===== src/source/cpu_pkg.sv =====
package cpu_pkg;

        localparam int WORD_WIDTH     = 16;
        localparam int REG_ADDR_WIDTH = 2;
        localparam int NUM_REGS       = 4;
        localparam int LINK_REG       = 2;   // JAL return address

        typedef logic [WORD_WIDTH-1:0]     word_t;
        typedef logic [REG_ADDR_WIDTH-1:0] reg_addr_t;

        // ------------------------------------------------------------
        // instruction encoding
        // ------------------------------------------------------------
        typedef enum logic [3:0] {
                OP_BNE   = 4'd0,
                OP_BEQ   = 4'd1,
                OP_ADI   = 4'd4,
                OP_ORI   = 4'd5,
                OP_LHI   = 4'd6,
                OP_LWD   = 4'd7,
                OP_SWD   = 4'd8,
                OP_JMP   = 4'd9,
                OP_JAL   = 4'd10,
                OP_RTYPE = 4'd15
        } opcode_e;

        typedef enum logic [5:0] {
                FN_ADD = 6'd0,
                FN_SUB = 6'd1,
                FN_AND = 6'd2,
                FN_ORR = 6'd3,
                FN_WWD = 6'd28,
                FN_HLT = 6'd29
        } func_e;

        typedef enum logic [2:0] {
                ALU_ADD,
                ALU_SUB,
                ALU_AND,
                ALU_OR,
                ALU_LHI   // immediate into the upper byte
        } alu_op_e;

        typedef struct packed {
                opcode_e   opcode;
                reg_addr_t rs;
                reg_addr_t rt;
                reg_addr_t rd;
                func_e     func;
        } r_fmt_t;

        typedef struct packed {
                opcode_e   opcode;
                reg_addr_t rs;
                reg_addr_t rt;
                logic [7:0] imm;
        } i_fmt_t;

        typedef struct packed {
                opcode_e     opcode;
                logic [11:0] target;
        } j_fmt_t;

        typedef union packed {
                r_fmt_t r;
                i_fmt_t i;
                j_fmt_t j;
        } instr_u;

        // ------------------------------------------------------------
        // pipeline bundles
        // ------------------------------------------------------------
        typedef enum logic [1:0] {
                WB_ALU,
                WB_MEM,
                WB_PC1
        } wb_sel_e;

        typedef struct packed {
                alu_op_e alu_op;
                logic    imm_sel;     // operand b is the immediate
                logic    mem_read;
                logic    mem_write;
                logic    reg_write;
                wb_sel_e wb_sel;
                logic    branch;
                logic    branch_eq;   // BEQ, else BNE
                logic    wwd;
                logic    halt;
        } ctrl_t;

        typedef struct packed {
                logic      valid;
                ctrl_t     ctrl;
                word_t     pc;
                word_t     imm;
                reg_addr_t rs;
                reg_addr_t rt;
                reg_addr_t dest;
        } id_ex_t;

        typedef struct packed {
                logic      valid;
                ctrl_t     ctrl;
                word_t     pc;
                word_t     result;
                word_t     store_data;
                reg_addr_t dest;
        } ex_mem_t;

        typedef struct packed {
                logic      valid;
                ctrl_t     ctrl;
                word_t     pc;
                word_t     result;
                word_t     load_data;
                reg_addr_t dest;
                word_t     out_data;   // WWD value
        } mem_wb_t;

        typedef struct packed {
                logic      valid;
                reg_addr_t addr;
        } dest_t;

        typedef struct packed {
                logic      en;
                reg_addr_t addr;
                word_t     data;
        } rf_write_t;

        typedef struct packed {
                logic  valid;
                word_t target;
        } redirect_t;

        typedef struct packed {
                logic  read;
                logic  write;
                word_t addr;
                word_t wdata;
        } dmem_req_t;

endpackage


===== src/source/control_unit.sv =====
module control_unit (
        input  logic               clk,
        input  logic               reset_n,
        input  cpu_pkg::instr_u    i_instr,
        input  cpu_pkg::word_t     i_pc,
        input  logic               i_valid,
        input  cpu_pkg::word_t     i_rs_data,
        input  cpu_pkg::redirect_t i_branch,
        input  cpu_pkg::dest_t     i_ex_dest,
        input  cpu_pkg::dest_t     i_mem_dest,
        input  cpu_pkg::rf_write_t i_wb,
        output cpu_pkg::reg_addr_t o_rs_addr,
        output cpu_pkg::reg_addr_t o_rt_addr,
        output cpu_pkg::id_ex_t    o_id,
        output logic               o_stall,
        output logic               o_flush_fetch,
        output logic               o_flush_decode,
        output cpu_pkg::redirect_t o_redirect
);

        cpu_pkg::opcode_e   op;
        cpu_pkg::func_e     func;
        cpu_pkg::ctrl_t     ctrl;
        cpu_pkg::word_t     imm;
        cpu_pkg::reg_addr_t dest;
        cpu_pkg::dest_t     wb_dest;
        logic               r_alu, uses_rs, uses_rt, is_jump;
        logic               hazard, jump_dec, halt_dec, halt_seen;

        function automatic logic hits(input cpu_pkg::dest_t d, input cpu_pkg::reg_addr_t a);
                return d.valid && d.addr == a;
        endfunction

        assign op    = i_instr.r.opcode;
        assign func  = i_instr.r.func;
        assign r_alu = op == cpu_pkg::OP_RTYPE &&
                       func inside {cpu_pkg::FN_ADD, cpu_pkg::FN_SUB,
                                    cpu_pkg::FN_AND, cpu_pkg::FN_ORR};

        // ------------------------------------------------------------
        // decode
        // ------------------------------------------------------------
        always_comb begin
                ctrl           = '0;
                ctrl.reg_write = r_alu || op inside {cpu_pkg::OP_ADI, cpu_pkg::OP_ORI,
                                                     cpu_pkg::OP_LHI, cpu_pkg::OP_LWD,
                                                     cpu_pkg::OP_JAL};
                ctrl.imm_sel   = op inside {cpu_pkg::OP_ADI, cpu_pkg::OP_ORI, cpu_pkg::OP_LHI,
                                            cpu_pkg::OP_LWD, cpu_pkg::OP_SWD};
                ctrl.mem_read  = op == cpu_pkg::OP_LWD;
                ctrl.mem_write = op == cpu_pkg::OP_SWD;
                ctrl.branch    = op inside {cpu_pkg::OP_BEQ, cpu_pkg::OP_BNE};
                ctrl.branch_eq = op == cpu_pkg::OP_BEQ;
                ctrl.wwd       = op == cpu_pkg::OP_RTYPE && func == cpu_pkg::FN_WWD;
                ctrl.halt      = op == cpu_pkg::OP_RTYPE && func == cpu_pkg::FN_HLT;
                if (op == cpu_pkg::OP_LWD)
                        ctrl.wb_sel = cpu_pkg::WB_MEM;
                else if (op == cpu_pkg::OP_JAL)
                        ctrl.wb_sel = cpu_pkg::WB_PC1;
                if (op == cpu_pkg::OP_ORI || (r_alu && func == cpu_pkg::FN_ORR))
                        ctrl.alu_op = cpu_pkg::ALU_OR;
                else if (op == cpu_pkg::OP_LHI)
                        ctrl.alu_op = cpu_pkg::ALU_LHI;
                else if (r_alu && func == cpu_pkg::FN_SUB)
                        ctrl.alu_op = cpu_pkg::ALU_SUB;
                else if (r_alu && func == cpu_pkg::FN_AND)
                        ctrl.alu_op = cpu_pkg::ALU_AND;
        end

        always_comb begin
                if (ctrl.wwd)
                        imm = i_rs_data;   // output value rides in the imm slot
                else if (op == cpu_pkg::OP_ORI)
                        imm = {8'h00, i_instr.i.imm};   // ORI zero-extends
                else
                        imm = {{8{i_instr.i.imm[7]}}, i_instr.i.imm};
        end

        assign dest = (op == cpu_pkg::OP_RTYPE) ? i_instr.r.rd :
                      (op == cpu_pkg::OP_JAL)   ? cpu_pkg::reg_addr_t'(cpu_pkg::LINK_REG) :
                                                  i_instr.i.rt;

        assign uses_rs = r_alu || ctrl.wwd || op inside {cpu_pkg::OP_ADI, cpu_pkg::OP_ORI,
                                                         cpu_pkg::OP_LWD, cpu_pkg::OP_SWD,
                                                         cpu_pkg::OP_BEQ, cpu_pkg::OP_BNE};
        assign uses_rt = r_alu || op inside {cpu_pkg::OP_SWD, cpu_pkg::OP_BEQ, cpu_pkg::OP_BNE};
        assign is_jump = op inside {cpu_pkg::OP_JMP, cpu_pkg::OP_JAL};

        // ------------------------------------------------------------
        // hazards, redirects, halt
        // ------------------------------------------------------------
        assign wb_dest = '{valid: i_wb.en, addr: i_wb.addr};
        assign hazard  = i_valid &&
                ((uses_rs && (hits(i_ex_dest, o_rs_addr) || hits(i_mem_dest, o_rs_addr) ||
                              hits(wb_dest, o_rs_addr))) ||
                 (uses_rt && (hits(i_ex_dest, o_rt_addr) || hits(i_mem_dest, o_rt_addr) ||
                              hits(wb_dest, o_rt_addr))));

        assign jump_dec = i_valid && is_jump && !i_branch.valid;
        assign halt_dec = i_valid && ctrl.halt && !i_branch.valid;

        always_ff @(posedge clk) begin
                if (!reset_n)
                        halt_seen <= 1'b0;
                else if (halt_dec)
                        halt_seen <= 1'b1;   // sticky until reset
        end

        assign o_rs_addr      = i_instr.r.rs;
        assign o_rt_addr      = i_instr.r.rt;
        assign o_redirect     = i_branch.valid ? i_branch :
                                '{valid: jump_dec, target: {i_pc[15:12], i_instr.j.target}};
        assign o_stall        = (hazard && !i_branch.valid) || halt_dec || halt_seen;
        assign o_flush_fetch  = o_redirect.valid || halt_dec || halt_seen;
        assign o_flush_decode = i_branch.valid;

        assign o_id = '{valid: i_valid && !hazard, ctrl: ctrl, pc: i_pc, imm: imm,
                        rs: i_instr.r.rs, rt: i_instr.r.rt, dest: dest};

endmodule


===== config.mk =====
export PLATFORM = sky130hd
export DESIGN_NAME = control_unit
export DESIGN_NICKNAME = d
export VERILOG_FILES = /design/src/source/cpu_pkg.sv /design/src/source/control_unit.sv
export SDC_FILE = /design/constraint.sdc
export NUM_CORES = 1
export LEC_CHECK = 0
export BUFFER_PORTS_ARGS = -buffer_cell sky130_fd_sc_hd__buf_2
export CORE_AREA = 2 2 66 68
export CTS_CLUSTER_DIAMETER = 80
export DETAILED_ROUTE_END_ITERATION = 12
export DIE_AREA = 0 0 68 70
export GPL_ROUTABILITY_DRIVEN = 0
export MAX_ROUTING_LAYER = met4
export PLACE_DENSITY = 0.76
export RECOVER_POWER = 25
export SLEW_MARGIN = 25
export SYNTH_ARGS = -nofsm -noshare
export SYNTH_HDL_FRONTEND = slang
export SYNTH_SLANG_ARGS = --single-unit

===== constraint.sdc =====
create_clock -name clk -period 2.4 [get_ports clk]
set_clock_uncertainty 0.05 [all_clocks]
set_input_delay 0.48 -clock clk [delete_from_list [all_inputs] [get_ports clk]]
set_output_delay 0.48 -clock clk [all_outputs]
set_load 0.005 [all_outputs]

==> impl_metrics.ini <==
[run_status]
outcome = completed

[synthesis]
synth_cell_type_count = 39
post-synth-top-count-cell = buf_4
synth_edf_count = 0
yosysSeqAreaShare = 0.0187
synth.top_cell.area_share = 0.189
ys_warn_count = 0
async_flop_share = 0
synth_common_cells = buf_4 (27), a21o_1 (13), mux2_2 (13), nand2_1 (10), xnor2_1 (10)
dominantRegCellSynth = dfxtp_1
netlist_instances = 147
synth_nets = 240
synthTopCellsByArea = buf_4 (19%), mux2_2 (14%), a21o_1 (9.1%)
syn_area_um2 = 1070
synth_seq_cells = 1
yosysTopAreaCell = buf_4
syn_avg_cell_area_um2 = 7.29

[clock_tree]
postCtsSetupRepairBufs = 0
clk_latency_ns = 0
cts.reportedPaths.clkPinSlew_ns = 0
hold_buffers = 0
cts_resized = 0

[global_routing]
antenna_found_initial = 0
grt_first_pass_wirelength_um = 5440
grt_pass1_vias = 1223
grt_overflow = 0
grt_usage = 0.142
grt_max_degree = 23

[cells_and_area]
finalNetCount = 346
regMostFlops = halt_seen
largestRegisters = halt_seen: 1 flops
area_delta_synth_final_pct = 50.4
layout-drive-gt1-share = 0.629
fin_cells = 303
fillers = 457
antenna_cells = 0
largest_register_ffs = 1

[routing]
drtAntennaViolNets = 0
drc = 0
via_count = 1336
post_drt_wl_per_cell_um = 11.7
drt_iter0_drc = 41
first_pass_iters = 4
wl_um = 3550
vias_per_cell = 4.41

[sta]
maxSlewHeadroom = 0.704
tightest_slew_ns = 0.444
setup-violations-final = 0
fin_crit_sh = 0.972
hold_viol_final = 0
fin_crit_ns = 2.33
finalSetupTns_ns = 0
maxSlewViolCount = 0
fmax_mhz = 428

[floorplanning]
core.rowCount = 24
fp.coreArea_um2 = 4140
initial_core_util = 0.258
boundaryPins = 169
die_x_um = 68
die_y_um = 70
fp.dieArea_um2 = 4760

[setup_path]
crit_fanout = 4
path_class = input pin to output pin
critPathArrivalTime_ns = 1.80
cp_cell_sequence = buf_2 -> or3_4 -> nor3_2 -> buf_4 -> nor3_2 -> o22a_1 -> and2_1 -> buf_2
max_stage_delay_ns = 0.38
worst_path_max_delay_cell = or3_4
crit_required_ns = 1.87
critPathCaptureType = output pin
startpoint_type = input pin

[power_and_ir_drop]
total_power_mw = 0.272
p_leak_nw = 0.949
cellPowerDensity_nw_per_um2 = 169
peakVddDrop_mv = 0.0958

[min_path]
min_path_type = flop to flop

[placement]
dp_cells = 303
port_buffers = 128
hpwl_um = 3040

[job]
maxCapViolations = 0
[report_power, final]
part / total, mW / internal [mW] / switching [mW]
Sequential: 0.0170 / 0.0170 / 0.00000151
Clock: 0 / 0 / 0
Combinational: 0.255 / 0.142 / 0.113
Total: 0.272 / 0.159 / 0.113
[logic make-up after synthesis]
logic type                share of synthesized area
and+or+nand+nor                               0.256
buffers and inverters                         0.263
AOI/OAI and AO/OA                             0.236
muxes                                         0.137
xor gates and xnor gates                     0.0900
DFF                                          0.0187
[metal layers]
layer / global-route usage / wire [µm] / vias to the layer above
met5: - / 0 / -
met4: 0.00667 / 8 / 0
met3: 0.00322 / 229 / 2
met2: 0.263 / 1780 / 58
met1: 0.177 / 1520 / 583
li1: - / - / 693
[path summary, 6_finish.rpt]
check,startpoint,to,slack (ns),cells after the start
worst min-delay path,halt_seen,halt_seen,0.44,2
worst min register to register,halt_seen,halt_seen,0.44,2
worst max-delay path,i_instr[4],o_id[51],0.07,8
worst max register to register,halt_seen,halt_seen,1.62,2
[area by class of cell]
| cell class | count | area, µm² | area share |
|---|---|---|---|
| Inverter | 7 | 31.3 | 0.0194 |
| Tap cell | 52 | 65.1 | 0.0404 |
| Timing Repair Buffer | 139 | 719 | 0.447 |
| Multi-Input combinational cell | 104 | 774 | 0.481 |
| Sequential cell | 1 | 20.0 | 0.0124 |
[critical path: cells and delay by family]
family,cells,cell delay [ns]
buf+inv,3,0.40
simple gates,4,0.71
compound gates,1,0.21
[per-stage QoR]
stage	util	hold slack, ns	cell area [µm²]	setup WS, ns
2_1_floorplan	-	0.406	1070	0.341
3_3_place_gp	0.388	0.431	1610	0.0489
3_5_place_dp	0.388	0.442	1610	0.0517
4_1_cts	0.388	0.445	1610	0.0501
5_1_grt	0.389	0.455	1610	-0.00128
6_report	0.389	0.442	1610	0.0661
[placed cells by master, fill, tap and decap left out, types with 3 or more instances in the layout]
master	netlist	final
a21o_1	13	13
and2_1	5	5
buf_2	2	124
buf_4	27	11
clkbuf_1	4	3
inv_1	6	6
mux2_2	13	13
nand2_1	10	10
nand2b_1	4	4
nand3_1	4	4
nor2_1	6	6
o211ai_1	3	3
o21a_1	4	4
o21ai_0	6	6
xnor2_1	10	10
(Power assumes the default switching activity.)
