--- src/source/cpu_pkg.sv ---
package cpu_pkg;

        localparam int WORD_WIDTH     = 16;
        localparam int REG_ADDR_WIDTH = 2;
        localparam int NUM_REGS       = 4;
        localparam int LINK_REG       = 2;   // JAL return address

        typedef logic [WORD_WIDTH-1:0]     word_t;
        typedef logic [REG_ADDR_WIDTH-1:0] reg_addr_t;

        // ------------------------------------------------------------
        // instruction encoding
        // ------------------------------------------------------------
        typedef enum logic [3:0] {
                OP_BNE   = 4'd0,
                OP_BEQ   = 4'd1,
                OP_ADI   = 4'd4,
                OP_ORI   = 4'd5,
                OP_LHI   = 4'd6,
                OP_LWD   = 4'd7,
                OP_SWD   = 4'd8,
                OP_JMP   = 4'd9,
                OP_JAL   = 4'd10,
                OP_RTYPE = 4'd15
        } opcode_e;

        typedef enum logic [5:0] {
                FN_ADD = 6'd0,
                FN_SUB = 6'd1,
                FN_AND = 6'd2,
                FN_ORR = 6'd3,
                FN_WWD = 6'd28,
                FN_HLT = 6'd29
        } func_e;

        typedef enum logic [2:0] {
                ALU_ADD,
                ALU_SUB,
                ALU_AND,
                ALU_OR,
                ALU_LHI   // immediate into the upper byte
        } alu_op_e;

        typedef struct packed {
                opcode_e   opcode;
                reg_addr_t rs;
                reg_addr_t rt;
                reg_addr_t rd;
                func_e     func;
        } r_fmt_t;

        typedef struct packed {
                opcode_e   opcode;
                reg_addr_t rs;
                reg_addr_t rt;
                logic [7:0] imm;
        } i_fmt_t;

        typedef struct packed {
                opcode_e     opcode;
                logic [11:0] target;
        } j_fmt_t;

        typedef union packed {
                r_fmt_t r;
                i_fmt_t i;
                j_fmt_t j;
        } instr_u;

        // ------------------------------------------------------------
        // pipeline bundles
        // ------------------------------------------------------------
        typedef enum logic [1:0] {
                WB_ALU,
                WB_MEM,
                WB_PC1
        } wb_sel_e;

        typedef struct packed {
                alu_op_e alu_op;
                logic    imm_sel;     // operand b is the immediate
                logic    mem_read;
                logic    mem_write;
                logic    reg_write;
                wb_sel_e wb_sel;
                logic    branch;
                logic    branch_eq;   // BEQ, else BNE
                logic    wwd;
                logic    halt;
        } ctrl_t;

        typedef struct packed {
                logic      valid;
                ctrl_t     ctrl;
                word_t     pc;
                word_t     imm;
                reg_addr_t rs;
                reg_addr_t rt;
                reg_addr_t dest;
        } id_ex_t;

        typedef struct packed {
                logic      valid;
                ctrl_t     ctrl;
                word_t     pc;
                word_t     result;
                word_t     store_data;
                reg_addr_t dest;
        } ex_mem_t;

        typedef struct packed {
                logic      valid;
                ctrl_t     ctrl;
                word_t     pc;
                word_t     result;
                word_t     load_data;
                reg_addr_t dest;
                word_t     out_data;   // WWD value
        } mem_wb_t;

        typedef struct packed {
                logic      valid;
                reg_addr_t addr;
        } dest_t;

        typedef struct packed {
                logic      en;
                reg_addr_t addr;
                word_t     data;
        } rf_write_t;

        typedef struct packed {
                logic  valid;
                word_t target;
        } redirect_t;

        typedef struct packed {
                logic  read;
                logic  write;
                word_t addr;
                word_t wdata;
        } dmem_req_t;

endpackage

--- src/source/fetch_unit.sv ---
module fetch_unit #(
        parameter cpu_pkg::word_t RESET_PC = '0
) (
        input  logic               clk,
        input  logic               reset_n,
        input  logic               i_stall,
        input  logic               i_flush,
        input  cpu_pkg::redirect_t i_redirect,
        input  cpu_pkg::word_t     i_instr,
        output cpu_pkg::word_t     o_pc,
        output cpu_pkg::word_t     o_id_pc,
        output cpu_pkg::instr_u    o_id_instr,
        output logic               o_id_valid
);

        cpu_pkg::word_t pc;

        // program counter
        always_ff @(posedge clk) begin
                if (!reset_n)
                        pc <= RESET_PC;
                else if (i_redirect.valid)
                        pc <= i_redirect.target;   // branch or jump wins over stall
                else if (!i_stall)
                        pc <= pc + 1'b1;
        end

        // ------------------------------------------------------------
        // fetch-to-decode register
        // ------------------------------------------------------------
        always_ff @(posedge clk) begin
                if (!reset_n) begin
                        o_id_valid <= 1'b0;
                end else if (i_flush) begin
                        o_id_valid <= 1'b0;   // bubble
                end else if (!i_stall) begin
                        o_id_valid <= 1'b1;
                        o_id_pc    <= pc;
                        o_id_instr <= i_instr;
                end
        end

        assign o_pc = pc;

endmodule

--- config.mk ---
export PLATFORM = sky130hd
export DESIGN_NAME = fetch_unit
export DESIGN_NICKNAME = d
export VERILOG_FILES = /design/src/source/cpu_pkg.sv /design/src/source/fetch_unit.sv
export SDC_FILE = /design/constraint.sdc
export NUM_CORES = 1
export LEC_CHECK = 0
export BUFFER_PORTS_ARGS = -buffer_cell sky130_fd_sc_hd__clkbuf_2
export CAP_MARGIN = 20
export CORE_UTILIZATION = 30
export DETAILED_ROUTE_END_ITERATION = 7
export SETUP_SLACK_MARGIN = 0.1
export SLEW_MARGIN = 5
export SYNTH_ARGS = -nofsm -noshare
export SYNTH_HDL_FRONTEND = slang
export SYNTH_SLANG_ARGS = --single-unit
--- constraint.sdc ---
create_clock -name clk -period 3.9 [get_ports clk]
set_input_delay 0.39 -clock clk [delete_from_list [all_inputs] [get_ports clk]]
set_output_delay 0.39 -clock clk [all_outputs]
set_load 0.01 [all_outputs]
==> results.md, run 1 <==
* Clk sinks at 49
* Slew at the pin closest to its max-slew limit at about 0.9 ns
* Worst Setup Slack post-DPL at around 1.9 ns
* Share of the synthesized area in the top cell type at 50.0%
* Largest net degree at the start of global routing at 33
* Run status: finished clean
* Layout filler cell count at around 600
* Fraction of the mapped netlist area in simple logic gates at about 15%
* HP Class: in -> reg
* Synth Area in Compound Gates at under 10%
* Number of levels the H-tree was split into at 2
* Category of the worst setup path capture point: flip-flop
* CTS-repair resized insts at 0
* Number of cell instances on the worst register-to-register path at 5
* First-pass GRT wire length at between 5000 and 6000 microns
* Antenna violations before repair at 0
* Share of flip-flops with an asynchronous set or reset after synthesis at 0%
* Nets in the synthesized netlist at ~180
* Min cycle time layout at around 1.6 ns
* EDFF count, synth at 32
* Via count of the first global-routing pass at about 1300
* Post-synthesis instance area at 1920 sq um
* Core area at 6060 sq um
* Synth cell types at 31
* Total number of vias at 1385
* Warnings from Yosys at 0
* Clock latency at the later pin of the worst-skew pair at ~0.30 ns
* Share of the cycle needed by the critical path after routing at between 40% and 50%
* Clock transition at the registers of the reported paths at ~0.08 ns
* Most common cell in the synthesized netlist: sky130_fd_sc_hd__edfxtp_1
* Number of flip-flops and latches in the synthesized netlist at 49
* Antenna Nets Post-Route at 0
* Critical path launch point type: input pin
* # hold bufs at CTS at 0
* Fin util at a little over two fifths
* Adder and majority cell fraction of the synthesized area at less than 1%
* Largest voltage drop on the vdd net at 0.204 mV
* GRT Overall Usage at 12.3%
* Top-level port count at 86
* Total gr overflow at 0
* Fin. Hold Viols at 0
* Category of the most critical setup path: in -> reg
* Maximum clock rate at 614 MHz
* Final-report max-slew violation count at 0
* Final weighted congestion in routability-driven placement at between 0.7 and 0.8
* Highest fanout seen on the critical path at 32
* FP Rows at 28
* Total wirelength of the detailed-routed design at slightly below 4000 microns
* Xor and xnor fraction of the mapped netlist area at about 6.4%
* Max-slew headroom at the worst pin at roughly 40%
* Static leakage at 1.04 nW
* Layout net count at 270
* Post-DR vias/cell at approximately 4.5
* Number of instances in the synthesized netlist at approximately 140
* Effective utilization at floorplan at 31.7%
* Placement Cell Area at 2420 sq um
* Length of the first detailed-routing pass in iterations at 4
* Root Driver: sky130_fd_sc_hd__clkbuf_8
* Bufs on Longest Clock Path at 2
* Count of buffers added by post-CTS timing repair for setup at 0
* Final count of negative-setup-slack endpoints at 0
* Drt wl/cell at around 13 microns
* Top cells by area in the synthesized netlist: sky130_fd_sc_hd__edfxtp_1 50%, sky130_fd_sc_hd__dfxtp_1 18%, sky130_fd_sc_hd__xnor2_1 4.6%, sky130_fd_sc_hd__o21ai_0 3.6%, sky130_fd_sc_hd__a21oi_1 2.3%
* Smallest hold slack at between 0.2 and 0.3 ns
* CP required at 3.83 ns
* Main combinational cell family by area after synthesis: simple AND/OR/NAND/NOR gates
* DP Wirelength at 2900 microns
* Count of maximum capacitance violations at 0
* Number of diodes added for antenna fixing at 0
* Count of buffers inserted at the top-level ports at between 80 and 90
* Cell depth of the worst min-delay path at 1
* Number of buffers added by the clock tree synthesis step at 5
* Most used standard cells in the synthesized netlist: 32 x sky130_fd_sc_hd__edfxtp_1, 17 x sky130_fd_sc_hd__dfxtp_1, 14 x sky130_fd_sc_hd__o21ai_0
* Post-route standard cell area excluding fillers at 2530 sq um
* Setup repair after global routing missed its margin: no
* Sequential cell area fraction in the yosys report at 67.8%
* Power per cell area at approximately 410 nW/um^2
* Fin worst setup slack at 2.27 ns
* Dominant synthesized flop cell: sky130_fd_sc_hd__edfxtp_1
* Die area at around 6700 sq um
* DRC violation count after routing at 0
* Arrival time worst endpoint at roughly 1.6 ns
* Layout Area Growth over Synthesis at 31.8%
* Synthesized area per cell at between 10 and 15 sq um
* TritonCTS clock tree: built
* Area leader, netlist: sky130_fd_sc_hd__edfxtp_1
* Die Y-Extent at roughly 82 microns
* Chip width at 82.0 microns
* Largest clock skew in the final design at approximately 0.0019 ns
* Count of routing violations after the opening detailed-route iteration at between 50 and 60
* Share of post-route cells with drive strength above 1 at between 40% and 50%
* Multiplexer share of the synthesized area at 0.521%
* Final total negative setup slack at 0 ns
-- logic make-up (layout without fill, tap and decap cells) --
| kind of cell | Yosys count | in the layout |
|---|---|---|
| DFF | 49 | 49 |
| and+or+nand+nor | 43 | 43 |
| AOI/OAI and AO/OA | 28 | 28 |
| xor gates and xnor gates | 14 | 14 |
| buffers and inverters | 8 | 97 |
| adders and majority gates | 1 | 1 |
| muxes | 1 | 1 |
-- stage by stage --
step | total power [mW] | instances
2_1_floorplan | 0.658 | 144
6_report | 1.04 | 308
3_3_place_gp | 0.709 | 300
3_5_place_dp | 0.710 | 300
4_1_cts | 1.06 | 308
5_1_grt | 1.09 | 308
-- critical path, cell delays in order --
cell	delay, ns
sky130_fd_sc_hd__clkbuf_2	0.28
sky130_fd_sc_hd__nand2b_1	0.17
sky130_fd_sc_hd__nor2_4	0.70
-- registers in the layout (all words and copies together), names as in the netlist --
| register | cells |
|---|---|
| o_id_valid | 1 |
| o_id_instr | 16 |
| o_pc | 16 |
| o_id_pc | 16 |
-- cell usage in the layout (no fill, tap or decap), types with 2 or more instances in the layout --
cell type,n
sky130_fd_sc_hd__nor4_2,3
sky130_fd_sc_hd__edfxtp_1,32
sky130_fd_sc_hd__clkbuf_2,85
sky130_fd_sc_hd__o21ai_0,14
sky130_fd_sc_hd__nand3_1,3
sky130_fd_sc_hd__a21oi_1,9
sky130_fd_sc_hd__xor2_1,4
sky130_fd_sc_hd__xnor2_1,10
sky130_fd_sc_hd__nor2_1,3
sky130_fd_sc_hd__nor2b_1,2
sky130_fd_sc_hd__nand4_1,3
sky130_fd_sc_hd__nand2b_1,2
sky130_fd_sc_hd__inv_1,4
sky130_fd_sc_hd__nand4_4,2
sky130_fd_sc_hd__nand2_1,11
sky130_fd_sc_hd__clkbuf_8,5
sky130_fd_sc_hd__nor3_1,5
sky130_fd_sc_hd__dfxtp_1,17
sky130_fd_sc_hd__and2_1,3
-- per-layer routing --
metal	share of wire, %	wire length, microns	track usage (%)
met5	0	0	0
met4	1.6	65	5.79
met3	11	435	5.11
met2	43	1710	19.9
met1	44	1730	14.1
-- area by class of cell --
class | instances | area (sq um) | share of cell area, %
clock buffers | 6 | 72.6 | 2.87
clock inverters | 2 | 33.8 | 1.33
flip-flops and latches | 49 | 1300 | 51.4
well taps | 75 | 93.8 | 3.71
multi-input cells | 87 | 589 | 23.3
repair buffers | 85 | 425 | 16.8
inverters | 4 | 15.0 | 0.593
-- final timing paths --
kind	slack, ns	to	from
min reg2reg	0.46	o_id_valid	o_id_valid
max reg2reg	2.36	o_pc[6]	o_pc[0]
max	2.27	o_id_instr[0]	reset_n
min	0.26	o_id_instr[9]	i_instr[9]
-- power breakdown --
group          internal, mW  leakage [nW]  switching, mW  total (mW)
Clock                 0.189        0.0528          0.157       0.346
Sequential            0.579         0.439         0.0238       0.603
Combinational        0.0442         0.546         0.0492      0.0934
(Power assumes the default switching activity.)
==> run 2: changes to the inputs <==
Clock period 3.9 ns to 1.4 ns, I/O delays scaled along.
==> run 2 against run 1 <==
  * Die area is the same
  * Sequential share of layout area shrank 2.9 points
  * First-iteration DRC count grew 1.7%
  * Register-to-register slack lost 2.3 ns
  * Final area grew 8.6%
  * Sequential cell count is the same
  * Clock power grew 130%
  * Critical path depth grew 3
  * Critical endpoint is now o_pc[9]
==> results.md, run 2 (same netlist as run 1, synthesis figures left out) <==
* Run status: finished clean
* Total number of vias at 1476 (+6.6%)
* Effective utilization at floorplan at 31.7% (unchanged)
* Length of the first detailed-routing pass in iterations at 4 (unchanged)
* Chip width at 82.0 microns (unchanged)
* Critical path launch point type: flip-flop
* Layout Area Growth over Synthesis at 43.1%
* Antenna violations before repair at 0 (unchanged)
* Switching power at 0.675 mW (+190%)
* Register-to-register setup slack at 0.08 ns (-2.28 ns)
* Power Internal at 2.13 mW (+160%)
* Number of standard cells in the layout, taps in and fillers out at 327 (+6.2%)
* Total wirelength of the detailed-routed design at 4240 microns (+7.7%)
* Highest fanout seen on the critical path at 4 (-88%)
* Clk sinks at 49 (unchanged)
* TritonCTS clock tree: built
* Count of maximum capacitance violations at 0 (unchanged)
* Count of routing violations after the opening detailed-route iteration at 59 (+1.7%)
* Share of post-route cells with drive strength above 1 at 54.8% (+12 points)
* Placed cell count at 312 (+4.0%)
* Post-DR vias/cell at 4.51 (+0.38%)
* Worst path top cell family by delay: flip-flops
* Antenna Nets Post-Route at 0 (unchanged)
* Fin. Hold Viols at 0 (unchanged)
* Commonest cells after routing, fill and taps aside: 85 x sky130_fd_sc_hd__clkbuf_2, 32 x sky130_fd_sc_hd__edfxtp_1, 18 x sky130_fd_sc_hd__buf_4
* FP Rows at 28 (unchanged)
* Most prevalent standard cell on the critical path: sky130_fd_sc_hd__buf_4
* Number of levels the H-tree was split into at 2 (unchanged)
* Layout net count at 289 (+7.0%)
* Maximum clock rate at 755 MHz
* Number of buffer and inverter instances along the worst setup path at 2 (+1)
* Static leakage at 1.14 nW (+10%)
* Largest net degree at the start of global routing at 26 (-21%)
* HP Class: in -> reg
* Final total negative setup slack at 0 ns (unchanged)
* Cell-by-cell listing of the critical path: buf_4 > nand4b_1 > buf_4 > nor3_2 > xnor2_1 > a21oi_1
* Die area at 6730 sq um (unchanged)
* DRC violation count after routing at 0 (unchanged)
* Share of the cycle needed by the critical path after routing at 94.6%
* Final weighted congestion in routability-driven placement at 0.755 (+0.24%)
* Top-level port count at 86 (unchanged)
* Number of diodes added for antenna fixing at 0 (unchanged)
* DP Wirelength at 3160 microns (+9.0%)
* Part of the power in the clock network at 28.8% (-4.4 points)
* Clock transition at the registers of the reported paths at 0.09 ns (about the same)
* Max-slew headroom at the worst pin at 80.3% (+40 points)
* Core area at 6060 sq um (unchanged)
* Bufs on Longest Clock Path at 2 (unchanged)
* Final-report max-slew violation count at 0 (unchanged)
* Arrival time worst endpoint at 1.51 ns (-0.05 ns)
* Most common cell after layout, fill and taps aside: sky130_fd_sc_hd__clkbuf_2
* Drt wl/cell at 13.0 microns (+1.4%)
* Fin util at 45.4% (+3.6 points)
* Master of the slowest instance on the critical path: sky130_fd_sc_hd__dfxtp_4
* Switching share of power at 24.1% (+2.1 points)
* Power per cell area at 1020 nW/um^2 (+150%)
* Clock latency at the later pin of the worst-skew pair at 0.30 ns (about the same)
* Final count of negative-setup-slack endpoints at 0 (unchanged)
* First-pass GRT wire length at 6480 microns (+8.1%)
* Setup repair after global routing missed its margin: yes
* Slew at the pin closest to its max-slew limit at 0.296 ns (-0.600 ns)
* Die Y-Extent at 82.0 microns (unchanged)
* Count of buffers inserted at the top-level ports at 85 (unchanged)
* Min cycle time layout at ~1.3 ns
* Total gr overflow at 0 (unchanged)
* Largest voltage drop on the vdd net at 0.504 mV (+150%)
* Largest clock skew in the final design at 0.00777 ns (+0.00591 ns)
* Power share of the combinational group at 11.7% (+2.7 points)
* Root Driver: sky130_fd_sc_hd__clkbuf_8
* Number of buffers added by the clock tree synthesis step at 5 (unchanged)
* Category of the worst setup path capture point: flip-flop
* Category of the most critical setup path: reg -> reg
* CP required at 1.58 ns (-2.25 ns)
* Power consumption at 2.80 mW (+170%)
* Part of the power in registers at 59.5% (+1.7 points)
* Via count of the first global-routing pass at 1403 (+8.3%)
* CP peak stage delay at 0.38 ns (-0.32 ns)
* GRT Overall Usage at 12.9% (+0.61 points)
-- run 2: cell types whose count changed in the layout (fill, tap and decap cells not counted), sizes merged --
cell and delta:
buf +19, clkinv -1, clkinvlp +2, bufinv -1
-- run 2: worst paths after layout --
kind / startpoint / end / cells past startpoint
min reg2reg: o_id_valid / o_id_valid / 2
max reg2reg: o_pc[1] / o_pc[9] / 6
min: i_instr[12] / o_id_instr[12] / 1
max: o_pc[1] / o_pc[9] / 6
-- run 2: layer usage --
metal	track usage [%]	routed length, microns	up-vias
met3	3.22	389	7
met2	21.9	1940	66
met4	6.32	95	0
met5	0	0	-
met1	15.2	1820	666
li1	-	-	737
-- run 2: layout make-up --
class	count	area (sq um)
Clock buffer	6	72.6
Clock inverter	2	15.0
Fill cell	567	3310
Inverter	4	15.0
Multi-Input combinational cell	87	638
Sequential cell	49	1330
Tap cell	75	93.8
Timing Repair Buffer	104	581
-- run 2: worst register-to-register path, stage by stage, from the launching register on --
cell and delay, ns:
sky130_fd_sc_hd__dfxtp_4 0.38, sky130_fd_sc_hd__buf_4 0.11, sky130_fd_sc_hd__nand4b_1 0.14, sky130_fd_sc_hd__buf_4 0.19, sky130_fd_sc_hd__nor3_2 0.16, sky130_fd_sc_hd__xnor2_1 0.15, sky130_fd_sc_hd__a21oi_1 0.08
-- run 2: power by group through the flow --
stage	clock network (mW)	logic [mW]	registers (mW)
global placement	0	0.311	1.70
detailed placement	0	0.313	1.70
global route	0.893	0.370	1.68
floorplan	0	0.0983	1.74
finish	0.808	0.328	1.67
CTS	0.837	0.328	1.67
-- run 2: repair_timing --
| item | in CTS | in global routing |
|---|---|---|
| pin swaps | 1 | 9 |
| endpoints found under the hold margin | 0 | 0 |
| setup buffers | 3 | 4 |
| gates cloned | 0 | 0 |
| setup endpoints to repair | 5 | 11 |
| resized for setup | 8 | 10 |
| hold buffers | 0 | 0 |
-- run 2: stage by stage --
| step | hold WS, ns | area (sq um) | setup slack [ns] |
|---|---|---|---|
| 2_1_floorplan | 0.239 | 1940 | 0.107 |
| 3_3_place_gp | 0.318 | 2540 | 0.0846 |
| 3_5_place_dp | 0.319 | 2540 | 0.0485 |
| 4_1_cts | 0.00654 | 2680 | 0.0917 |
| 5_1_grt | 0.000980 | 2750 | 0.0103 |
| 6_report | 0.0157 | 2750 | 0.0755 |
