### config.mk
export PLATFORM = sky130hd
export DESIGN_NAME = writeback_unit
export DESIGN_NICKNAME = d
export VERILOG_FILES = /design/src/source/cpu_pkg.sv /design/src/source/writeback_unit.sv
export SDC_FILE = /design/constraint.sdc
export NUM_CORES = 1
export LEC_CHECK = 0
export BUFFER_PORTS_ARGS = -buffer_cell sky130_fd_sc_hd__buf_4
export CAP_MARGIN = 20
export CORE_MARGIN = 2
export CORE_UTILIZATION = 41
export DETAILED_ROUTE_END_ITERATION = 7
export MAX_ROUTING_LAYER = met4
export PLACE_DENSITY = 0.67
export SLEW_MARGIN = 5
export SYNTH_ARGS = -nofsm -noshare
export SYNTH_HDL_FRONTEND = slang
export SYNTH_SLANG_ARGS = --single-unit
### constraint.sdc
create_clock -name clk -period 2.9 [get_ports clk]
set_clock_uncertainty 0.15 [all_clocks]
set_input_delay 0.58 -clock clk [delete_from_list [all_inputs] [get_ports clk]]
set_output_delay 0.58 -clock clk [all_outputs]
set_load 0.02 [all_outputs]
### src/source/cpu_pkg.sv
package cpu_pkg;

        localparam int WORD_WIDTH     = 16;
        localparam int REG_ADDR_WIDTH = 2;
        localparam int NUM_REGS       = 4;
        localparam int LINK_REG       = 2;   // JAL return address

        typedef logic [WORD_WIDTH-1:0]     word_t;
        typedef logic [REG_ADDR_WIDTH-1:0] reg_addr_t;

        // ------------------------------------------------------------
        // instruction encoding
        // ------------------------------------------------------------
        typedef enum logic [3:0] {
                OP_BNE   = 4'd0,
                OP_BEQ   = 4'd1,
                OP_ADI   = 4'd4,
                OP_ORI   = 4'd5,
                OP_LHI   = 4'd6,
                OP_LWD   = 4'd7,
                OP_SWD   = 4'd8,
                OP_JMP   = 4'd9,
                OP_JAL   = 4'd10,
                OP_RTYPE = 4'd15
        } opcode_e;

        typedef enum logic [5:0] {
                FN_ADD = 6'd0,
                FN_SUB = 6'd1,
                FN_AND = 6'd2,
                FN_ORR = 6'd3,
                FN_WWD = 6'd28,
                FN_HLT = 6'd29
        } func_e;

        typedef enum logic [2:0] {
                ALU_ADD,
                ALU_SUB,
                ALU_AND,
                ALU_OR,
                ALU_LHI   // immediate into the upper byte
        } alu_op_e;

        typedef struct packed {
                opcode_e   opcode;
                reg_addr_t rs;
                reg_addr_t rt;
                reg_addr_t rd;
                func_e     func;
        } r_fmt_t;

        typedef struct packed {
                opcode_e   opcode;
                reg_addr_t rs;
                reg_addr_t rt;
                logic [7:0] imm;
        } i_fmt_t;

        typedef struct packed {
                opcode_e     opcode;
                logic [11:0] target;
        } j_fmt_t;

        typedef union packed {
                r_fmt_t r;
                i_fmt_t i;
                j_fmt_t j;
        } instr_u;

        // ------------------------------------------------------------
        // pipeline bundles
        // ------------------------------------------------------------
        typedef enum logic [1:0] {
                WB_ALU,
                WB_MEM,
                WB_PC1
        } wb_sel_e;

        typedef struct packed {
                alu_op_e alu_op;
                logic    imm_sel;     // operand b is the immediate
                logic    mem_read;
                logic    mem_write;
                logic    reg_write;
                wb_sel_e wb_sel;
                logic    branch;
                logic    branch_eq;   // BEQ, else BNE
                logic    wwd;
                logic    halt;
        } ctrl_t;

        typedef struct packed {
                logic      valid;
                ctrl_t     ctrl;
                word_t     pc;
                word_t     imm;
                reg_addr_t rs;
                reg_addr_t rt;
                reg_addr_t dest;
        } id_ex_t;

        typedef struct packed {
                logic      valid;
                ctrl_t     ctrl;
                word_t     pc;
                word_t     result;
                word_t     store_data;
                reg_addr_t dest;
        } ex_mem_t;

        typedef struct packed {
                logic      valid;
                ctrl_t     ctrl;
                word_t     pc;
                word_t     result;
                word_t     load_data;
                reg_addr_t dest;
                word_t     out_data;   // WWD value
        } mem_wb_t;

        typedef struct packed {
                logic      valid;
                reg_addr_t addr;
        } dest_t;

        typedef struct packed {
                logic      en;
                reg_addr_t addr;
                word_t     data;
        } rf_write_t;

        typedef struct packed {
                logic  valid;
                word_t target;
        } redirect_t;

        typedef struct packed {
                logic  read;
                logic  write;
                word_t addr;
                word_t wdata;
        } dmem_req_t;

endpackage

### src/source/writeback_unit.sv
module writeback_unit (
        input  logic               clk,
        input  logic               reset_n,
        input  cpu_pkg::ex_mem_t   i_ex_mem,
        input  cpu_pkg::word_t     i_rdata,
        output cpu_pkg::rf_write_t o_rf_write,
        output cpu_pkg::word_t     o_output_port,
        output logic               o_halted,
        output cpu_pkg::word_t     o_num_inst
);

        cpu_pkg::mem_wb_t wb;
        cpu_pkg::word_t   wdata;

        // load data lands in the memory-to-write-back register
        always_ff @(posedge clk) begin
                if (!reset_n) begin
                        wb.valid <= 1'b0;
                        wb.ctrl  <= '0;
                end else begin
                        wb.valid     <= i_ex_mem.valid;
                        wb.ctrl      <= i_ex_mem.ctrl;
                        wb.pc        <= i_ex_mem.pc;
                        wb.result    <= i_ex_mem.result;
                        wb.load_data <= i_rdata;
                        wb.dest      <= i_ex_mem.dest;
                        wb.out_data  <= i_ex_mem.store_data;
                end
        end

        always_comb begin
                case (wb.ctrl.wb_sel)
                cpu_pkg::WB_MEM: wdata = wb.load_data;
                cpu_pkg::WB_PC1: wdata = wb.pc + 1'b1;   // JAL link
                default:         wdata = wb.result;
                endcase
        end

        assign o_rf_write = '{en: wb.valid && wb.ctrl.reg_write, addr: wb.dest, data: wdata};

        // ------------------------------------------------------------
        // retirement
        // ------------------------------------------------------------
        always_ff @(posedge clk) begin
                if (!reset_n) begin
                        o_output_port <= '0;
                        o_halted      <= 1'b0;
                        o_num_inst    <= '0;
                end else if (wb.valid) begin
                        o_num_inst <= o_num_inst + 1'b1;
                        if (wb.ctrl.wwd)
                                o_output_port <= wb.out_data;
                        if (wb.ctrl.halt)
                                o_halted <= 1'b1;
                end
        end

endmodule

==> results of run 1 <==
worst reg2reg max path: stages (launching register included):
cell and delay [ns]:
dfxtp_1 0.50, and4_1 0.35, nand4_1 0.22, or3_1 0.39, a21boi_0 0.15
path summary, 6_finish.rpt:
kind / start / to / slack (ns) / cells after the start
worst max-delay path: wb[57] / o_rf_write[13] / 0.10 / 6
worst min-delay path: i_ex_mem[5] / wb[3] / 0.23 / 1
worst max register to register: wb[79] / o_num_inst[15] / 1.08 / 4
worst min register to register: o_output_port[9] / o_output_port[9] / 0.32 / 2
area by class of cell:
type	count	area (sq um)	share of cell area (%)
Sequential cell	105	2763	50.69
Multi-Input combinational cell	194	1236	22.68
Timing Repair Buffer	136	1033	18.96
Clock buffer	11	173.9	3.191
Tap cell	133	166.4	3.053
Clock inverter	5	40.04	0.7346
Inverter	10	37.54	0.6887
synth_stat cells:
cell type / instances
or2_2: 1
nand2b_1: 1
nor3_2: 1
o21ai_1: 1
xor2_1: 8
or3_1: 4
nor2b_1: 5
a221oi_1: 3
inv_1: 10
and3_1: 2
or4b_4: 1
mux2i_1: 1
o21ai_0: 16
nand3_1: 8
nor2_1: 3
a22oi_1: 12
xnor2_1: 16
clkbuf_1: 13
nor4_1: 1
and2_1: 20
ha_1: 4
a21oi_1: 6
buf_2: 1
dfxtp_1: 39
o21a_1: 1
nand4_1: 6
buf_4: 2
nor3_1: 3
edfxtp_1: 66
and4_1: 4
a21boi_0: 20
nand2_1: 46
sequential cells by signal (all words and copies together) (netlist names):
signal and count:
wb 70, o_num_inst 16, o_output_port 16, o_rf_write 2
o_halted 1
layer usage:
metal	global-route usage [%]	wire (um)	part of all wire (%)	vias up
met2	26.40	4177	49	85
li1	-	-	-	1412
met3	4.342	445	5.2	14
met4	6.371	177	2.1	0
met1	20.63	3811	44	1337
met5	-	0	0	-
report_power, final:
group          internal, mW  switching, mW
Combinational         0.176          0.170
Clock                 0.428          0.518
Sequential             1.68         0.0378
kinds of logic after synthesis:
kind of cell	share of synthesized area (%)
buffers and inverters	2.609
xor gates and xnor gates	5.156
adders and majority gates	1.228
DFF	67.77
and+or+nand+nor	13.44
AOI/OAI and AO/OA	9.546
muxes	0.2456
timing repair:
item | in CTS | in global routing
endpoints found under the setup margin | 3 | 10
gates resized for setup | 4 | 11
buffers inserted | 3 | 4
cloned | 0 | 0
pin swaps | 0 | 1
hold buffers | 0 | 0
==> flow_metrics.env, run 1 <==
export IMPL_status="finished, final reports clean"
export IMPL_critical_path_class="flip-flop to primary output"
export IMPL_dp_cells=571
export IMPL_fin_ws_ns=0.1001
export IMPL_finalNetCount=542
export IMPL_start_util_pct=41.90
export IMPL_place_area_sq_mm=0.005155
export IMPL_clk_path_buf_depth=2
export IMPL_vias=2848
export IMPL_synth_area_top_cells="edfxtp_1 (49%), dfxtp_1 (19%), nand2_1 (4.2%), a21boi_0 (3.7%), xnor2_1 (3.4%)"
export IMPL_dp_hpwl_um=5976
export IMPL_drv_cap=0
export IMPL_timing_setup_tns_ns=0
export IMPL_start_kind="flip-flop"
export IMPL_cp_slowest_stage_delay_ns=0.48
export IMPL_gp_congestion=0.8211
export IMPL_final_common_cell="buf_4"
export IMPL_portBuffers=125
export IMPL_cts_sinks=105
export IMPL_report_final_slew_viol_count=0
export IMPL_power_per_cell_area_mw_per_mm2=552.1
export IMPL_synthCells=325
export IMPL_path_cells="and4_4 -> or4b_4 -> o21a_1 -> o21ai_1 -> a21oi_1 -> buf_4"
export IMPL_die_area_sq_mm=0.01076
export IMPL_ir_drop_v=0.0004460
export IMPL_rsz0062_at_grt="yes"
export IMPL_syn_avg_cell_area_sq_um=12.54
export IMPL_critPathMaxFanout=4
export IMPL_period_share_pct=96.55
export IMPL_io_pins=134
export IMPL_ys_seq_area_share_pct=67.77
export IMPL_hp_class="primary input to flip-flop"
export IMPL_crit_buf_inv=1
export IMPL_antenna_diode_count=0
export IMPL_final_cell_mix="buf_4 (135), edfxtp_1 (66), nand2_1 (46)"
export IMPL_gr_total_overflow=0
export IMPL_areaGrowthSynthToFinish_pct=33.70
export IMPL_fin_area_sq_mm=0.005450
export IMPL_rows=36
export IMPL_yosysWarnings=0
export IMPL_grt_max_degree=59
export IMPL_first_pass_iters=4
export IMPL_dieWidth_um=103.7
export IMPL_crit_required_ns=2.17
export IMPL_track_usage_pct=16.66
export IMPL_clk_latency_ns=0.37
export IMPL_fin_cells=594
export IMPL_critical_path_endpoint_type="primary output"
export IMPL_dpl_worst_slack_ns=0.3702
export IMPL_max_freq_ghz=0.3572
export IMPL_drive_gt1_share_pct=35.36
export IMPL_finish_utilization_pct=56.02
export IMPL_hold_viol_final=0
export IMPL_maxSlewHeadroom_pct=60.31
export IMPL_htreeDepth=3
export IMPL_syn_area_sq_mm=0.004076
export IMPL_cts_buffers=9
export IMPL_cts_tree="done"
export IMPL_ys_seq_elements=105
export IMPL_path_delay_family="simple AND/OR/NAND/NOR gates"
export IMPL_ant_nets=0
export IMPL_avgRoutedWirePerCell_um=14.50
export IMPL_period_minus_slack_ns=2.800
export IMPL_routed_wl_um=8612
export IMPL_setup_violations=0
export IMPL_yosysTopAreaCell="edfxtp_1"
export IMPL_clock_root_buffer="clkbuf_8"
export IMPL_slowest_stage="or4b_4"
export IMPL_coreArea_sq_mm=0.009729
export IMPL_p_total_mw=3.009
export IMPL_clk_pin_slew_ns=0.11
export IMPL_die_y_um=103.7
export IMPL_static_leakage_power_nw=2.156
export IMPL_synth_distinct_cells=32
export IMPL_syn_nets=411
export IMPL_first_iter_violations=109
export IMPL_grt_pass1_wl_um=13810
export IMPL_yosys_area_top_type_share_pct=48.62
export IMPL_tightest_slew_ns=0.5954
export IMPL_grt_pass1_vias=2768
export IMPL_hold_slack_ns=0.2307
export IMPL_num_fill_cells=855
export IMPL_drc=0
export IMPL_antenna_found_initial=0
export IMPL_vias_per_cell=4.795
export IMPL_critPathArrivalTime_ns=2.07
No activity file was read; power rests on OpenSTA's default activity.
==> run 2, diff against run 1 <==
ABC_AREA = 1   (was not set)
MAX_ROUTING_LAYER = not set   (was met4)
PLACE_DENSITY = 0.69   (was 0.67)
clock period = 2.4 ns   (was 2.9 ns; I/O delays follow)
==> run 2 against run 1 <==
The run now ends with negative setup slack left; hold slack got worse by 0.11 ns; synthesized area rose by 5.6%; via count is 22% higher; register-to-register slack got worse by 0.39 ns; critical path type unchanged; wire length increased by 20%; largest power group unchanged; critical path depth grew 1; total power is 21% higher.
==> flow_metrics.env, run 2 <==
export IMPL_report_final_slew_viol_count=0
export IMPL_setup_violations=6
export IMPL_cts_tree="done"
export IMPL_yosys_area_top_type_share_pct=46.02
export IMPL_crit_buf_inv=3
export IMPL_final_seq_area_sq_mm=0.002765
export IMPL_clk_path_buf_depth=2
export IMPL_ir_drop_v=0.0004979
export IMPL_io_pins=134
export IMPL_htreeDepth=3
export IMPL_dp_cells=680
export IMPL_period_share_pct=103.9
export IMPL_ant_nets=0
export IMPL_clk_pin_slew_ns=0.10
export IMPL_place_area_sq_mm=0.005424
export IMPL_max_freq_ghz=0.4010
export IMPL_critPathArrivalTime_ns=1.86
export IMPL_cts_sinks=105
export IMPL_synthCells=425
export IMPL_drc=0
export IMPL_syn_nets=511
export IMPL_postSynth_asyncResetShare_pct=0
export IMPL_crit_required_ns=1.77
export IMPL_maxSlewHeadroom_pct=65.94
export IMPL_grt_pass1_vias=3388
export IMPL_cp_slowest_stage_delay_ns=0.46
export IMPL_synthXorXnorAreaFrac_pct=0.2034
export IMPL_tightest_slew_ns=0.5103
export IMPL_track_usage_pct=17.83
export IMPL_syn_avg_cell_area_sq_um=10.13
export IMPL_period_minus_slack_ns=2.494
export IMPL_synth_top_family_by_area="simple AND/OR/NAND/NOR gates"
export IMPL_ys_seq_elements=105
export IMPL_pwr_share_clk_pct=27.8
export IMPL_die_area_sq_mm=0.01134
export IMPL_yosys_most_used_dff="edfxtp_1"
export IMPL_yosysWarnings=0
export IMPL_antenna_found_initial=0
export IMPL_largest_reg_flops=70
export IMPL_use_met3_pct=6.928
export IMPL_fin_cells=710
export IMPL_p_switching_mw=0.9665
export IMPL_portBuffers=125
export IMPL_gp_congestion=0.8405
export IMPL_avgRoutedWirePerCell_um=14.57
export IMPL_path_cells="ha_4 -> buf_4 -> buf_4 -> a21oi_2 -> o21ai_1 -> a21oi_1 -> buf_4"
export IMPL_slowest_stage="edfxtp_1"
export IMPL_synth_area_mux_share_pct=0
export IMPL_power_per_cell_area_mw_per_mm2=624.4
export IMPL_first_iter_violations=134
export IMPL_cts_buffers=9
export IMPL_critical_path_endpoint_type="primary output"
export IMPL_fin_area_sq_mm=0.005847
export IMPL_grt_max_degree=35
export IMPL_yosysTopAreaCell="edfxtp_1"
export IMPL_startpoint="wb[50]"
export IMPL_met2_usage_pct=30.91
export IMPL_p_sw_share_pct=26.47
export IMPL_hold_slack_ns=0.1216
export IMPL_die_y_um=106.5
export IMPL_drv_cap=0
export IMPL_start_kind="flip-flop"
export IMPL_final_cell_mix="buf_4 (140), nor2_1 (66), edfxtp_1 (66)"
export IMPL_vias=3469
export IMPL_drive_gt1_share_pct=37.63
export IMPL_dp_hpwl_um=7031
export IMPL_rsz0062_at_grt="yes"
export IMPL_worstHoldStart="i_ex_mem[5]"
export IMPL_finalNetCount=655
export IMPL_ys_top_cells_by_count="edfxtp_1 (66), nor2_1 (66), nand2_1 (52)"
export IMPL_synth_simple_area_share_pct=18.83
export IMPL_gr_total_overflow=0
export IMPL_use_met1_pct=20.60
export IMPL_synth_compound_area_share_pct=10.05
export IMPL_multiInputGateArea_sq_mm=0.001403
export IMPL_final_common_cell="buf_4"
export IMPL_vias_per_cell=4.886
export IMPL_routed_wl_um=10350
export IMPL_clk_latency_ns=0.38
export IMPL_grt_pass1_wl_um=15680
export IMPL_rows=37
export IMPL_regMostFlops="wb"
export IMPL_hold_viol_final=0
export IMPL_top_regs="wb: 70 flops, o_num_inst: 16 flops, o_output_port: 16 flops"
export IMPL_failed_checks="negative setup slack"
export IMPL_reg2reg_from="wb[79]"
export IMPL_first_pass_iters=4
export IMPL_fin_ws_ns=-0.09373
export IMPL_critical_path_class="flip-flop to primary output"
export IMPL_coreArea_sq_mm=0.01028
export IMPL_crit_top_cell="buf_4"
export IMPL_top_usage_layer="met2"
export IMPL_synth_distinct_cells=29
export IMPL_critPathMaxFanout=3
export IMPL_syn_area_sq_mm=0.004307
export IMPL_hp_class="primary input to flip-flop"
export IMPL_seq_power_share_pct=57.2
export IMPL_path_delay_family="flip-flops"
export IMPL_synth_fa_ha_area_share_pct=1.162
export IMPL_synth_area_top_cells="edfxtp_1 (46%), dfxtp_1 (18%), nor2_1 (5.8%), a21oi_1 (5.2%), nand2_1 (4.5%)"
export IMPL_clock_root_buffer="clkbuf_8"
export IMPL_areaGrowthSynthToFinish_pct=35.76
export IMPL_num_fill_cells=899
export IMPL_start_util_pct=41.90
export IMPL_synth_edff_count=66
export IMPL_ys_seq_area_share_pct=64.15
export IMPL_p_total_mw=3.651
export IMPL_antenna_diode_count=0
export IMPL_status="complete, but fails checks"
export IMPL_intPower_mw=2.684
export IMPL_dpl_worst_slack_ns=0.2665
export IMPL_p_comb_share_pct=15.0
export IMPL_dieWidth_um=106.5
export IMPL_static_leakage_power_nw=2.468
==> run 2: cell count changes after synthesis, sizes merged, moves of 5 or more <==
cell and delta:
nor2b -5, nor2 +75, o21ai +14, and2 -19
nand2 +15, clkbuf -7, inv +34, xnor2 -16
a21oi +42, a21boi -20, a22oi -12, buf +5
nand3 +15, xor2 -7
==> run 2: repair_timing <==
item,4_1_cts,5_1_grt
gates cloned,0,1
resized for setup,12,23
hold buffers,0,0
pin swaps,2,10
endpoints found under the setup margin,12,16
buffers inserted,5,8
==> run 2: cells by family after synthesis <==
| logic type | Yosys count |
|---|---|
| AO/OA/AOI/OAI | 82 |
| XOR/XNOR | 1 |
| adder cells (fa/ha/maj) | 4 |
| buffers and inverters | 58 |
| flip-flops | 105 |
| AND/OR/NAND/NOR | 175 |
==> run 2: path summary, 6_finish.rpt <==
kind / to / slack, ns / cells past startpoint
max: o_rf_write[2] / -0.09 / 7
min: wb[3] / 0.12 / 1
max reg2reg: o_output_port[2] / 0.69 / 4
min reg2reg: o_halted / 0.33 / 2
==> run 2: power groups by stage <==
stage               clock (mW)  sequential [mW]  combinational [mW]
global placement             0             2.12               0.471
CTS                       1.05             2.09               0.505
finish                    1.01             2.09               0.549
detailed placement           0             2.13               0.481
floorplan                    0             2.13               0.221
global route              1.12             2.10               0.594
==> run 2: routing by layer <==
metal | vias up | wire length (um)
met5 | - | 0
met4 | 0 | 138
met3 | 12 | 875
met2 | 124 | 5124
met1 | 1612 | 4208
li1 | 1721 | -
==> run 2: through the flow <==
stage                     util (%)  setup TNS (ns)
after floorplan                  -               0
after global placement       52.78               0
after detailed placement     52.78               0
after CTS                    55.34         -0.1865
after global routing         56.89          -1.186
final                        56.89         -0.2751
==> run 2: cell type report <==
cell class / instances / area share (%)
clock buffer: 10 / 2.183
tap: 136 / 2.910
timing repair buffer: 147 / 19.92
inverter: 44 / 2.868
sequential: 105 / 47.29
clock inverter: 6 / 0.8346
multi-input combinational: 262 / 23.99
